## src/simple_system_pkg.sv

```systemverilog
package simple_system_pkg;

  // Bus widths
  localparam int DATA_W = 32;
  localparam int ADDR_W = 32;
  localparam int BE_W   = DATA_W / 8;

  typedef logic [DATA_W-1:0] data_t;
  typedef logic [ADDR_W-1:0] addr_t;

  // Host to bus and bus to device request
  typedef struct packed {
    logic            req;
    logic            we;
    logic [BE_W-1:0] be;
    addr_t           addr;
    data_t           wdata;
  } bus_req_t;

  // Response returned one cycle after acceptance
  typedef struct packed {
    logic  rvalid;
    data_t rdata;
    logic  err;
  } bus_rsp_t;

  typedef enum logic [1:0] {
    DEV_RAM,
    DEV_SIM_CTRL,
    DEV_TIMER
  } bus_device_e;

  localparam int NR_DEVICES = 3;

  // Address map, base compared under mask
  localparam addr_t RAM_BASE      = 32'h0010_0000;
  localparam addr_t RAM_MASK      = ~32'h0000_0FFF;
  localparam addr_t SIM_CTRL_BASE = 32'h0002_0000;
  localparam addr_t SIM_CTRL_MASK = ~32'h0000_03FF;
  localparam addr_t TIMER_BASE    = 32'h0003_0000;
  localparam addr_t TIMER_MASK    = ~32'h0000_03FF;

  // 4 KB of 32-bit words
  localparam int RAM_DEPTH = 1024;
  localparam int RAM_AW    = $clog2(RAM_DEPTH);

  // Register offsets inside a 1 KB device window
  localparam int REG_OFS_W = 10;
  typedef logic [REG_OFS_W-1:0] reg_ofs_t;

  localparam reg_ofs_t SIM_CTRL_OUT_OFS      = 10'h000;
  localparam reg_ofs_t SIM_CTRL_HALT_OFS     = 10'h008;
  localparam reg_ofs_t TIMER_MTIME_LO_OFS    = 10'h000;
  localparam reg_ofs_t TIMER_MTIME_HI_OFS    = 10'h004;
  localparam reg_ofs_t TIMER_MTIMECMP_LO_OFS = 10'h008;
  localparam reg_ofs_t TIMER_MTIMECMP_HI_OFS = 10'h00C;

endpackage

```

## src/sim_ctrl.sv

```systemverilog
`timescale 1ns/1ps

module sim_ctrl (
  input  logic                        clk_i,
  input  logic                        rst_n_i,
  input  simple_system_pkg::bus_req_t req_i,
  output simple_system_pkg::bus_rsp_t rsp_o,
  output logic                        char_valid_o,
  output logic [7:0]                  char_o,
  output logic                        halt_o
);

  simple_system_pkg::reg_ofs_t ofs;
  logic                        wr_out;
  logic                        wr_halt;
  logic                        rd_halt;

  logic                        char_valid_q;
  logic [7:0]                  char_q;
  logic                        halt_q;
  logic                        rvalid_q;
  simple_system_pkg::data_t    rdata_q;

  assign ofs     = req_i.addr[simple_system_pkg::REG_OFS_W-1:0];
  assign wr_out  = req_i.req & req_i.we & (ofs == simple_system_pkg::SIM_CTRL_OUT_OFS);
  assign wr_halt = req_i.req & req_i.we & (ofs == simple_system_pkg::SIM_CTRL_HALT_OFS);
  assign rd_halt = req_i.req & ~req_i.we & (ofs == simple_system_pkg::SIM_CTRL_HALT_OFS);

  always_ff @(posedge clk_i) begin
    if (!rst_n_i) begin
      char_valid_q <= 1'b0;
      halt_q       <= 1'b0;
      rvalid_q     <= 1'b0;
    end else begin
      char_valid_q <= wr_out;
      rvalid_q     <= req_i.req;
      // Sticky until reset
      if (wr_halt && req_i.wdata[0]) begin
        halt_q <= 1'b1;
      end
    end
  end

  // Character byte and read data
  always_ff @(posedge clk_i) begin
    if (wr_out) begin
      char_q <= req_i.wdata[7:0];
    end
    if (req_i.req) begin
      rdata_q <= rd_halt ? simple_system_pkg::data_t'(halt_q) : '0;
    end
  end

  assign char_valid_o = char_valid_q;
  assign char_o       = char_q;
  assign halt_o       = halt_q;

  assign rsp_o.rvalid = rvalid_q;
  assign rsp_o.rdata  = rdata_q;
  assign rsp_o.err    = 1'b0;

endmodule

```

## config.mk

```make
export PLATFORM = sky130hd
export DESIGN_NAME = sim_ctrl
export DESIGN_NICKNAME = d
export VERILOG_FILES = /design/src/simple_system_pkg.sv /design/src/sim_ctrl.sv
export SDC_FILE = /design/constraint.sdc
export NUM_CORES = 1
export LEC_CHECK = 0
export ABC_AREA = 0
export BUFFER_PORTS_ARGS = -buffer_cell sky130_fd_sc_hd__clkbuf_2
export CAP_MARGIN = 20
export CORE_ASPECT_RATIO = 0.75
export CORE_MARGIN = 2
export CORE_UTILIZATION = 30
export CTS_CLUSTER_SIZE = 16
export DETAILED_ROUTE_END_ITERATION = 12
export GPL_TIMING_DRIVEN = 0
export PLACE_DENSITY = 0.93
export SYNTH_ARGS = -nofsm -noshare
export SYNTH_HDL_FRONTEND = slang
export SYNTH_SLANG_ARGS = --single-unit
```

## constraint.sdc

```tcl
create_clock -name clk_i -period 3.49 [get_ports clk_i]
set_clock_uncertainty 0.15 [all_clocks]
set_input_delay 0.5235 -clock clk_i [delete_from_list [all_inputs] [get_ports clk_i]]
set_output_delay 0.5235 -clock clk_i [all_outputs]
set_load 0.02 [all_outputs]
```

==> results.json <==
{
  "finalHoldViolCount": 0,
  "grt_remaining_overflow": 0,
  "finalCriticalPeriod_ps": 1720,
  "endpoint_kind": "register",
  "cp.depth": 4,
  "max_freq_ghz": 0.581,
  "synth_xor_area_frac": 0,
  "synth.distinct_cells": 17,
  "start_kind": "input port",
  "relSlewSlack": 0.607,
  "synth_enable_flop_cells": 9,
  "async_flop_share": 0,
  "drt-total-wl_mm": 1.30,
  "crit_buf_inv": 1,
  "p_per_area_nw_per_um2": 317,
  "grt_max_degree": 9,
  "syn_area_um2": 724,
  "reg2regPathDepth": 2,
  "rrSetupSlack_ps": 2640,
  "initial_utilization": 0.316,
  "hpwlAfterDp_mm": 1.22,
  "htreeDepth": 1,
  "mostFrequentLayoutCells": "buf_4 (33), clkbuf_2 (33), conb_1 (32)",
  "synth_compound_area_frac": 0.00691,
  "ioPinCount": 116,
  "portBuffers": 33,
  "place_inst": 161,
  "holdWs_ps": 281,
  "core_um2": 2290,
  "holdPathStages": 1,
  "n_antenna_cell": 0,
  "die_area_um2": 2830,
  "synth_fa_ha_area_frac": 0,
  "cts_setup_buffers": 0,
  "gr-usage-all-layers": 0.0888,
  "crit_start": "req_i[37]",
  "outcome": "finished, final reports clean",
  "worst_pin_slew_ps": 587,
  "clk_pin_slew_ps": 70,
  "die_h_um": 46.6,
  "fin_cells": 165,
  "p_leak_nw": 0.594,
  "muxShareOfSynthArea": 0,
  "antenna_found_initial": 0,
  "combinationalPowerShare": 0.244,
  "first_iter_violations": 1,
  "fin_crit_sh": 0.493,
  "drtPass1Iterations": 2,
  "totalNegativeSetupSlack_ps": 0,
  "yosysSeqAreaShare": 0.456,
  "clkLatencyLatePin_ps": 260,
  "synth-simple-area-share": 0.180,
  "seqPwrFrac": 0.448,
  "min_path_type": "in -> reg",
  "r2r_start": "halt_o",
  "final_max_slew_viol_count": 0,
  "fin_nets": 204,
  "cts.sinks": 12,
  "r2r-end": "rdata_q[0]",
  "cts_tree": "built",
  "switching_share": 0.263,
  "crit_slowest_cell": "nor3_2",
  "clock_path_buffers": 2,
  "cp_slowest_stage_delay_ps": 470,
  "crit_chain": "clkbuf_2 > nor3_4 > nand4_4 > nor3_2",
  "vias_per_cell": 3.27,
  "grt_pass1_wl_mm": 1.71,
  "path_max_fanout": 8,
  "wl_per_cell_um": 7.85,
  "areaGrowthSynthToFinish_pct": 49.7,
  "setup_violations": 0,
  "crit_type": "in -> reg",
  "synth_seq_cells": 12,
  "vias": 540,
  "ys_warn_count": 0,
  "peakVddDrop_v": 0.0000980,
  "drv_cap": 0,
  "rsz0062_at_grt": "false",
  "critical-path-top-delay-family": "simple AND/OR/NAND/NOR gates",
  "syn_inst": 63,
  "min_from": "req_i[4]",
  "internal_power_w": 0.000253,
  "cts_resized": 0,
  "synth_top_family_by_area": "buffers and inverters",
  "clockPowerShare": 0.308,
  "num_rows": 15,
  "crit_required_ps": 3240,
  "switching_power_w": 0.0000905,
  "drive_above_1_share": 0.580,
  "drc_errors": 0,
  "cts_buffers": 3,
  "drtAntennaViolNets": 0,
  "cts_hold_buf": 0,
  "root_buffer": "clkbuf_4",
  "grt_pass1_vias": 438,
  "synth.avg_cell_area_um2": 11.5,
  "place.gp.congestion": 0.626,
  "crit_arrival_ps": 1470,
  "dieWidth_um": 60.7,
  "holdPathEnd": "char_o[4]",
  "ys.flop_type": "edfxtp_1"
}
power by group through the flow:
stage	combinational (W)	clock, W	sequential [W]
3_3_place_gp	0.0000814	0	0.000157
2_1_floorplan	0.0000645	0	0.000158
5_1_grt	0.0000895	0.000114	0.000154
3_5_place_dp	0.0000826	0	0.000157
6_report	0.0000838	0.000106	0.000154
4_1_cts	0.0000827	0.000111	0.000154
sequential cells by signal, indices dropped and copies added, names as in the netlist:
name / cells
rdata_q: 1
halt_o: 1
char_o: 8
rvalid_q: 1
char_valid_o: 1
cell families (layout without fill, tap and decap cells):
group           Yosys count  after routing
other cells               1             32
flops                    12             12
simple gates             14             14
buf+inv                  35             72
compound gates            1              1
metrics by stage:
stage	area [um2]	power (W)	setup WS (ps)	utilization
2_1_floorplan	841	0.000223	1720	-
3_3_place_gp	1050	0.000239	1490	0.458
3_5_place_dp	1050	0.000240	1450	0.458
4_1_cts	1080	0.000348	1750	0.474
5_1_grt	1080	0.000358	1640	0.474
6_report	1080	0.000344	1770	0.474
cell type report:
cell class	instances	area [um2]
multi-input combinational	47	255
timing repair buffer	33	165
buffer	33	248
sequential	12	330
tap	34	42.5
fill	218	1200
clock buffer	4	36.3
inverter	2	7.51
per-layer routing:
layer	share of wire	GRT usage	wire [um]	vias to the layer above
met5	0	0	0	-
met4	0.0062	0.0652	8	0
met3	0.15	0.0309	193	2
met1	0.36	0.0847	466	215
li1	-	-	-	280
met2	0.48	0.159	627	43
cell usage after synthesis, types with 2 or more instances:
cell type | number | area share
edfxtp_1 | 9 | 0.37
dfxtp_1 | 3 | 0.083
nor3_4 | 2 | 0.045
buf_4 | 33 | 0.34
nor3_2 | 2 | 0.028
nand2_1 | 2 | 0.010
inv_1 | 2 | 0.010
how the worst max path moves through the flow:
stage / slack [ps] / end
2_1_floorplan: 1720 / char_o[0]
3_3_place_gp: 1490 / char_o[2]
3_5_place_dp: 1450 / char_o[3]
4_1_cts: 1750 / char_o[3]
5_1_grt: 1640 / char_o[5]
6_report: 1770 / char_o[5]
Note: power is estimated with default switching activity, not from simulation.
