`src/simple_system_pkg.sv`:
```
package simple_system_pkg;

  // Bus widths
  localparam int DATA_W = 32;
  localparam int ADDR_W = 32;
  localparam int BE_W   = DATA_W / 8;

  typedef logic [DATA_W-1:0] data_t;
  typedef logic [ADDR_W-1:0] addr_t;

  // Host to bus and bus to device request
  typedef struct packed {
    logic            req;
    logic            we;
    logic [BE_W-1:0] be;
    addr_t           addr;
    data_t           wdata;
  } bus_req_t;

  // Response returned one cycle after acceptance
  typedef struct packed {
    logic  rvalid;
    data_t rdata;
    logic  err;
  } bus_rsp_t;

  typedef enum logic [1:0] {
    DEV_RAM,
    DEV_SIM_CTRL,
    DEV_TIMER
  } bus_device_e;

  localparam int NR_DEVICES = 3;

  // Address map, base compared under mask
  localparam addr_t RAM_BASE      = 32'h0010_0000;
  localparam addr_t RAM_MASK      = ~32'h0000_0FFF;
  localparam addr_t SIM_CTRL_BASE = 32'h0002_0000;
  localparam addr_t SIM_CTRL_MASK = ~32'h0000_03FF;
  localparam addr_t TIMER_BASE    = 32'h0003_0000;
  localparam addr_t TIMER_MASK    = ~32'h0000_03FF;

  // 4 KB of 32-bit words
  localparam int RAM_DEPTH = 1024;
  localparam int RAM_AW    = $clog2(RAM_DEPTH);

  // Register offsets inside a 1 KB device window
  localparam int REG_OFS_W = 10;
  typedef logic [REG_OFS_W-1:0] reg_ofs_t;

  localparam reg_ofs_t SIM_CTRL_OUT_OFS      = 10'h000;
  localparam reg_ofs_t SIM_CTRL_HALT_OFS     = 10'h008;
  localparam reg_ofs_t TIMER_MTIME_LO_OFS    = 10'h000;
  localparam reg_ofs_t TIMER_MTIME_HI_OFS    = 10'h004;
  localparam reg_ofs_t TIMER_MTIMECMP_LO_OFS = 10'h008;
  localparam reg_ofs_t TIMER_MTIMECMP_HI_OFS = 10'h00C;

endpackage

```
`src/system_bus.sv`:
```
`timescale 1ns/1ps

module system_bus (
  input  logic                         clk_i,
  input  logic                         rst_n_i,
  input  simple_system_pkg::bus_req_t  host_req_i,
  output logic                         host_gnt_o,
  output simple_system_pkg::bus_rsp_t  host_rsp_o,
  output simple_system_pkg::bus_req_t  dev_req_o [simple_system_pkg::NR_DEVICES],
  input  simple_system_pkg::bus_rsp_t  dev_rsp_i [simple_system_pkg::NR_DEVICES]
);

  logic [simple_system_pkg::NR_DEVICES-1:0] dev_hit;
  simple_system_pkg::bus_device_e           dev_sel;
  logic                                     unmapped;

  simple_system_pkg::bus_device_e sel_q;
  logic                           rsp_pending_q;
  logic                           unmapped_q;

  // Single host, so no arbitration and no back-pressure
  assign host_gnt_o = host_req_i.req;

  // Address decode against the fixed map
  always_comb begin
    dev_hit = '0;
    dev_hit[simple_system_pkg::DEV_RAM] =
      (host_req_i.addr & simple_system_pkg::RAM_MASK) == simple_system_pkg::RAM_BASE;
    dev_hit[simple_system_pkg::DEV_SIM_CTRL] =
      (host_req_i.addr & simple_system_pkg::SIM_CTRL_MASK) == simple_system_pkg::SIM_CTRL_BASE;
    dev_hit[simple_system_pkg::DEV_TIMER] =
      (host_req_i.addr & simple_system_pkg::TIMER_MASK) == simple_system_pkg::TIMER_BASE;
  end

  // Windows do not overlap, the order only settles a don't-care
  always_comb begin
    dev_sel = simple_system_pkg::DEV_RAM;
    if (dev_hit[simple_system_pkg::DEV_SIM_CTRL]) begin
      dev_sel = simple_system_pkg::DEV_SIM_CTRL;
    end else if (dev_hit[simple_system_pkg::DEV_TIMER]) begin
      dev_sel = simple_system_pkg::DEV_TIMER;
    end
  end

  assign unmapped = host_req_i.req & ~(|dev_hit);

  // Every device sees the payload, only the selected one gets req
  always_comb begin
    for (int i = 0; i < simple_system_pkg::NR_DEVICES; i++) begin
      dev_req_o[i]     = host_req_i;
      dev_req_o[i].req = host_req_i.req & dev_hit[i];
    end
  end

  // Remember the target for the response cycle
  always_ff @(posedge clk_i) begin
    if (!rst_n_i) begin
      rsp_pending_q <= 1'b0;
      unmapped_q    <= 1'b0;
      sel_q         <= simple_system_pkg::DEV_RAM;
    end else begin
      rsp_pending_q <= host_req_i.req;
      unmapped_q    <= unmapped;
      if (host_req_i.req) begin
        sel_q <= dev_sel;
      end
    end
  end

  // Unmapped accesses are answered here with an error
  always_comb begin
    host_rsp_o = '0;
    if (rsp_pending_q) begin
      if (unmapped_q) begin
        host_rsp_o.rvalid = 1'b1;
        host_rsp_o.err    = 1'b1;
      end else begin
        host_rsp_o = dev_rsp_i[sel_q];
      end
    end
  end

endmodule

```
`config.mk`:
```
export PLATFORM = sky130hd
export DESIGN_NAME = system_bus
export DESIGN_NICKNAME = d
export VERILOG_FILES = /design/src/simple_system_pkg.sv /design/src/system_bus.sv
export SDC_FILE = /design/constraint.sdc
export NUM_CORES = 1
export LEC_CHECK = 0
export ABC_AREA = 0
export BUFFER_PORTS_ARGS = -buffer_cell sky130_fd_sc_hd__buf_2
export CAP_MARGIN = 5
export CORE_AREA = 2 2 164 166
export DETAILED_ROUTE_END_ITERATION = 7
export DIE_AREA = 0 0 166 168
export SKIP_LAST_GASP = 1
export SLEW_MARGIN = 30
export SYNTH_ARGS = -nofsm -noshare
export SYNTH_HDL_FRONTEND = slang
export SYNTH_SLANG_ARGS = --single-unit
```
`constraint.sdc`:
```
create_clock -name clk_i -period 2.6 [get_ports clk_i]
set_input_delay 0.26 -clock clk_i [delete_from_list [all_inputs] [get_ports clk_i]]
set_output_delay 0.26 -clock clk_i [all_outputs]
set_load 0.005 [all_outputs]
```
==> out/metrics.cfg <==
[run_status]
status = finished clean

[setup_path]
crit_chain = buf_2 > or4_1 > nor4_4 > nand3_2 > nor3_2 > buf_2
crit_family = simple AND/OR/NAND/NOR gates
required_ns = 2.34
reg2reg_slack_ns = 1.37
cp-startpoint = host_req_i[55]
crit_arrival_ns = 1.79
path_max_fanout = 4
r2r_cells = 3
crit_buf_inv = 2
cp_slowest_stage_delay_ns = 0.64
endpoint = dev_req_o[139]
crit_cells = 6
reg2reg_to = sel_q[1]$_SDFFE_PN0P_
end_kind = primary output
r2r-start = sel_q[1]$_SDFFE_PN0P_
cpMostUsedCell = buf_2
crit_type = in2out
critPathSlowestCell = or4_1
startpoint_type = input port

[synthesis]
syn_nets = 565
yosys.area_share.xor_xnor_pct = 0
synth-seq-cells = 4
synth_compound_area_share_pct = 7.51
synth_area_um2 = 2680
syn_avg_cell_area_um2 = 6.86
synthMuxAreaShare_pct = 12.7
yosysUniqueCellTypes = 26
synthSimpleGateAreaFrac_pct = 16.1
syn_inst = 391
synth_top_family_by_area = buffers and inverters
synth-adder-area-share_pct = 0
seq_area_frac_synth_pct = 2.99
yosys_warnings = 0

[clocking]
root_buffer = clkbuf_16
cts_resized = 0
clk_latency_ns = 0.22
cts.sinks = 4
numCtsBuffers = 3
clk_pin_slew_ns = 0.03
hold_buffers = 0
cts_tree = built
cts_setup_buffers = 0
htree_levels = 1
cts_buffer_depth = 2

[power_and_ir_drop]
power.total_uw = 567
ir_worst_vdd_mv = 0.215
total_leakage_power_nw = 1.36
power_density_nw_per_um2 = 205

[die]
rows = 60
fp.dieW_um = 166
die_area_um2 = 27900
chipHeight_um = 168
core_um2 = 26400
io_pins = 419
start_util_pct = 10.2

[detailed_routing]
drt_iter0_markers = 86
topRoutingLayerUsed = met5
final_antenna_net_count = 0
drt_first_pass_iters = 4
drt-met1-wl_mm = 2.97
drc = 0
drt-total-wl_mm = 9.13
dr_wl_met3_mm = 1.14
wl_met2_mm = 4.53
via_per_inst = 3.07
wire_per_inst_um = 12.2
vias = 2291

[timing]
timing.final.crit_period_ns = 2.05
hold_viol_final = 0
rsz0062_at_grt = false
setup_viol = 0
timing.hold.ws_ns = 0.274
relSlewSlack_pct = 43.7
fin_crit_sh_pct = 78.8
maxSlewViolCount = 0
max_freq_mhz = 488
tns_ns = 0
skew_ns = 0
worst_pin_slew_ns = 0.845
fin_ws_ns = 0.551

[finish]
final_util_pct = 10.5
n_antenna_cell = 0
instances_no_fill = 747
syn_to_final_growth_pct = 2.94
layout_common_cells = buf_2 (230), nor2_1 (68), mux2i_1 (34), a21oi_1 (34), buf_4 (5)
drive_above_1_share_pct = 61.1
layout_commonest_cell = buf_2
nNetsFinal = 582
final_cell_area_um2 = 2760

[global_route]
grt_overflow = 0
grt_start_max_net_pins = 33
grt_pass1_wl_mm = 13.0
grt_pass1_vias = 2230
grt_use_total_pct = 6.00
antenna_found_initial = 1

[min_path]
hold_path_class = in2reg

[place]
dpl_cell_area_um2 = 2690
pre_cts_slack_ns = 0.524
gp_congestion = 0.814
place_inst = 744
portBuffers = 230
dp_hpwl_mm = 7.65

[run]
max_cap_violations = 0

==> sequential cells by signal, indices dropped and copies added, names as in the netlist <==
register	count
sel_q	2
rsp_pending_q	1
unmapped_q	1
==> final cells by class <==
cell class	instances	area, um2
clock buffer	3	75.1
fill	3078	23600
inverter	1	3.75
multi-input combinational	163	985
sequential	4	82.6
tap	341	427
timing repair buffer	235	1190
==> synth_stat cells <==
library cell / n / area share [%]
buf_4: 208 / 58
nor2_1: 68 / 9.5
a21oi_1: 34 / 6.3
mux2i_1: 34 / 13
clkbuf_1: 8 / 1.1
buf_2: 5 / 0.93
dfxtp_1: 4 / 3.0
nand2_1: 4 / 0.56
nand2b_1: 3 / 0.70
a21boi_1: 2 / 0.56
and2_1: 2 / 0.47
buf_1: 2 / 0.28
nor4_4: 2 / 1.6
o21ai_0: 2 / 0.37
or4_1: 2 / 0.56
a31oi_1: 1 / 0.23
and3_1: 1 / 0.23
inv_1: 1 / 0.14
nand3_1: 1 / 0.19
nand3_2: 1 / 0.37
nand4_1: 1 / 0.23
nor2b_1: 1 / 0.23
nor3_2: 1 / 0.37
nor4b_1: 1 / 0.33
or4_4: 1 / 0.42
or4b_2: 1 / 0.37
==> worst register-to-register path, cell delays in order (launching register included) <==
cell and delay, ns:
dfxtp_2 0.59, buf_4 0.35, nand2b_1 0.09, a21boi_1 0.12
==> worst min path at each step <==
| stage | from | end | cells past startpoint |
|---|---|---|---|
| 5_1_grt | rst_n_i | rsp_pending_q$_SDFF_PN0_ | 3 |
| 6_report | rst_n_i | rsp_pending_q$_SDFF_PN0_ | 3 |
| 2_1_floorplan | host_req_i[69] | rsp_pending_q$_SDFF_PN0_ | 2 |
| 4_1_cts | rst_n_i | rsp_pending_q$_SDFF_PN0_ | 3 |
| 3_5_place_dp | rst_n_i | rsp_pending_q$_SDFF_PN0_ | 3 |
| 3_3_place_gp | rst_n_i | rsp_pending_q$_SDFF_PN0_ | 3 |
==> per-layer routing <==
metal,vias up,global-route usage (%)
met4,2,3.18
met5,-,0
li1,1081,-
met3,53,2.09
met2,190,11.3
met1,965,5.75
==> power breakdown <==
group | leakage [nW] | switching (mW) | total (mW) | internal (mW)
Sequential | 0.0338 | 0.00141 | 0.0649 | 0.0635
Clock | 0.0370 | 0.0395 | 0.236 | 0.196
Combinational | 1.29 | 0.123 | 0.267 | 0.144
Total | 1.36 | 0.164 | 0.567 | 0.403
==> logic make-up (layout without fill, tap and decap cells) <==
| family | after synthesis | in the layout |
|---|---|---|
| buf+inv | 224 | 239 |
| simple gates | 90 | 90 |
| compound gates | 39 | 39 |
| mux | 34 | 34 |
| flops | 4 | 4 |
No activity file was read; power rests on OpenSTA's default activity.
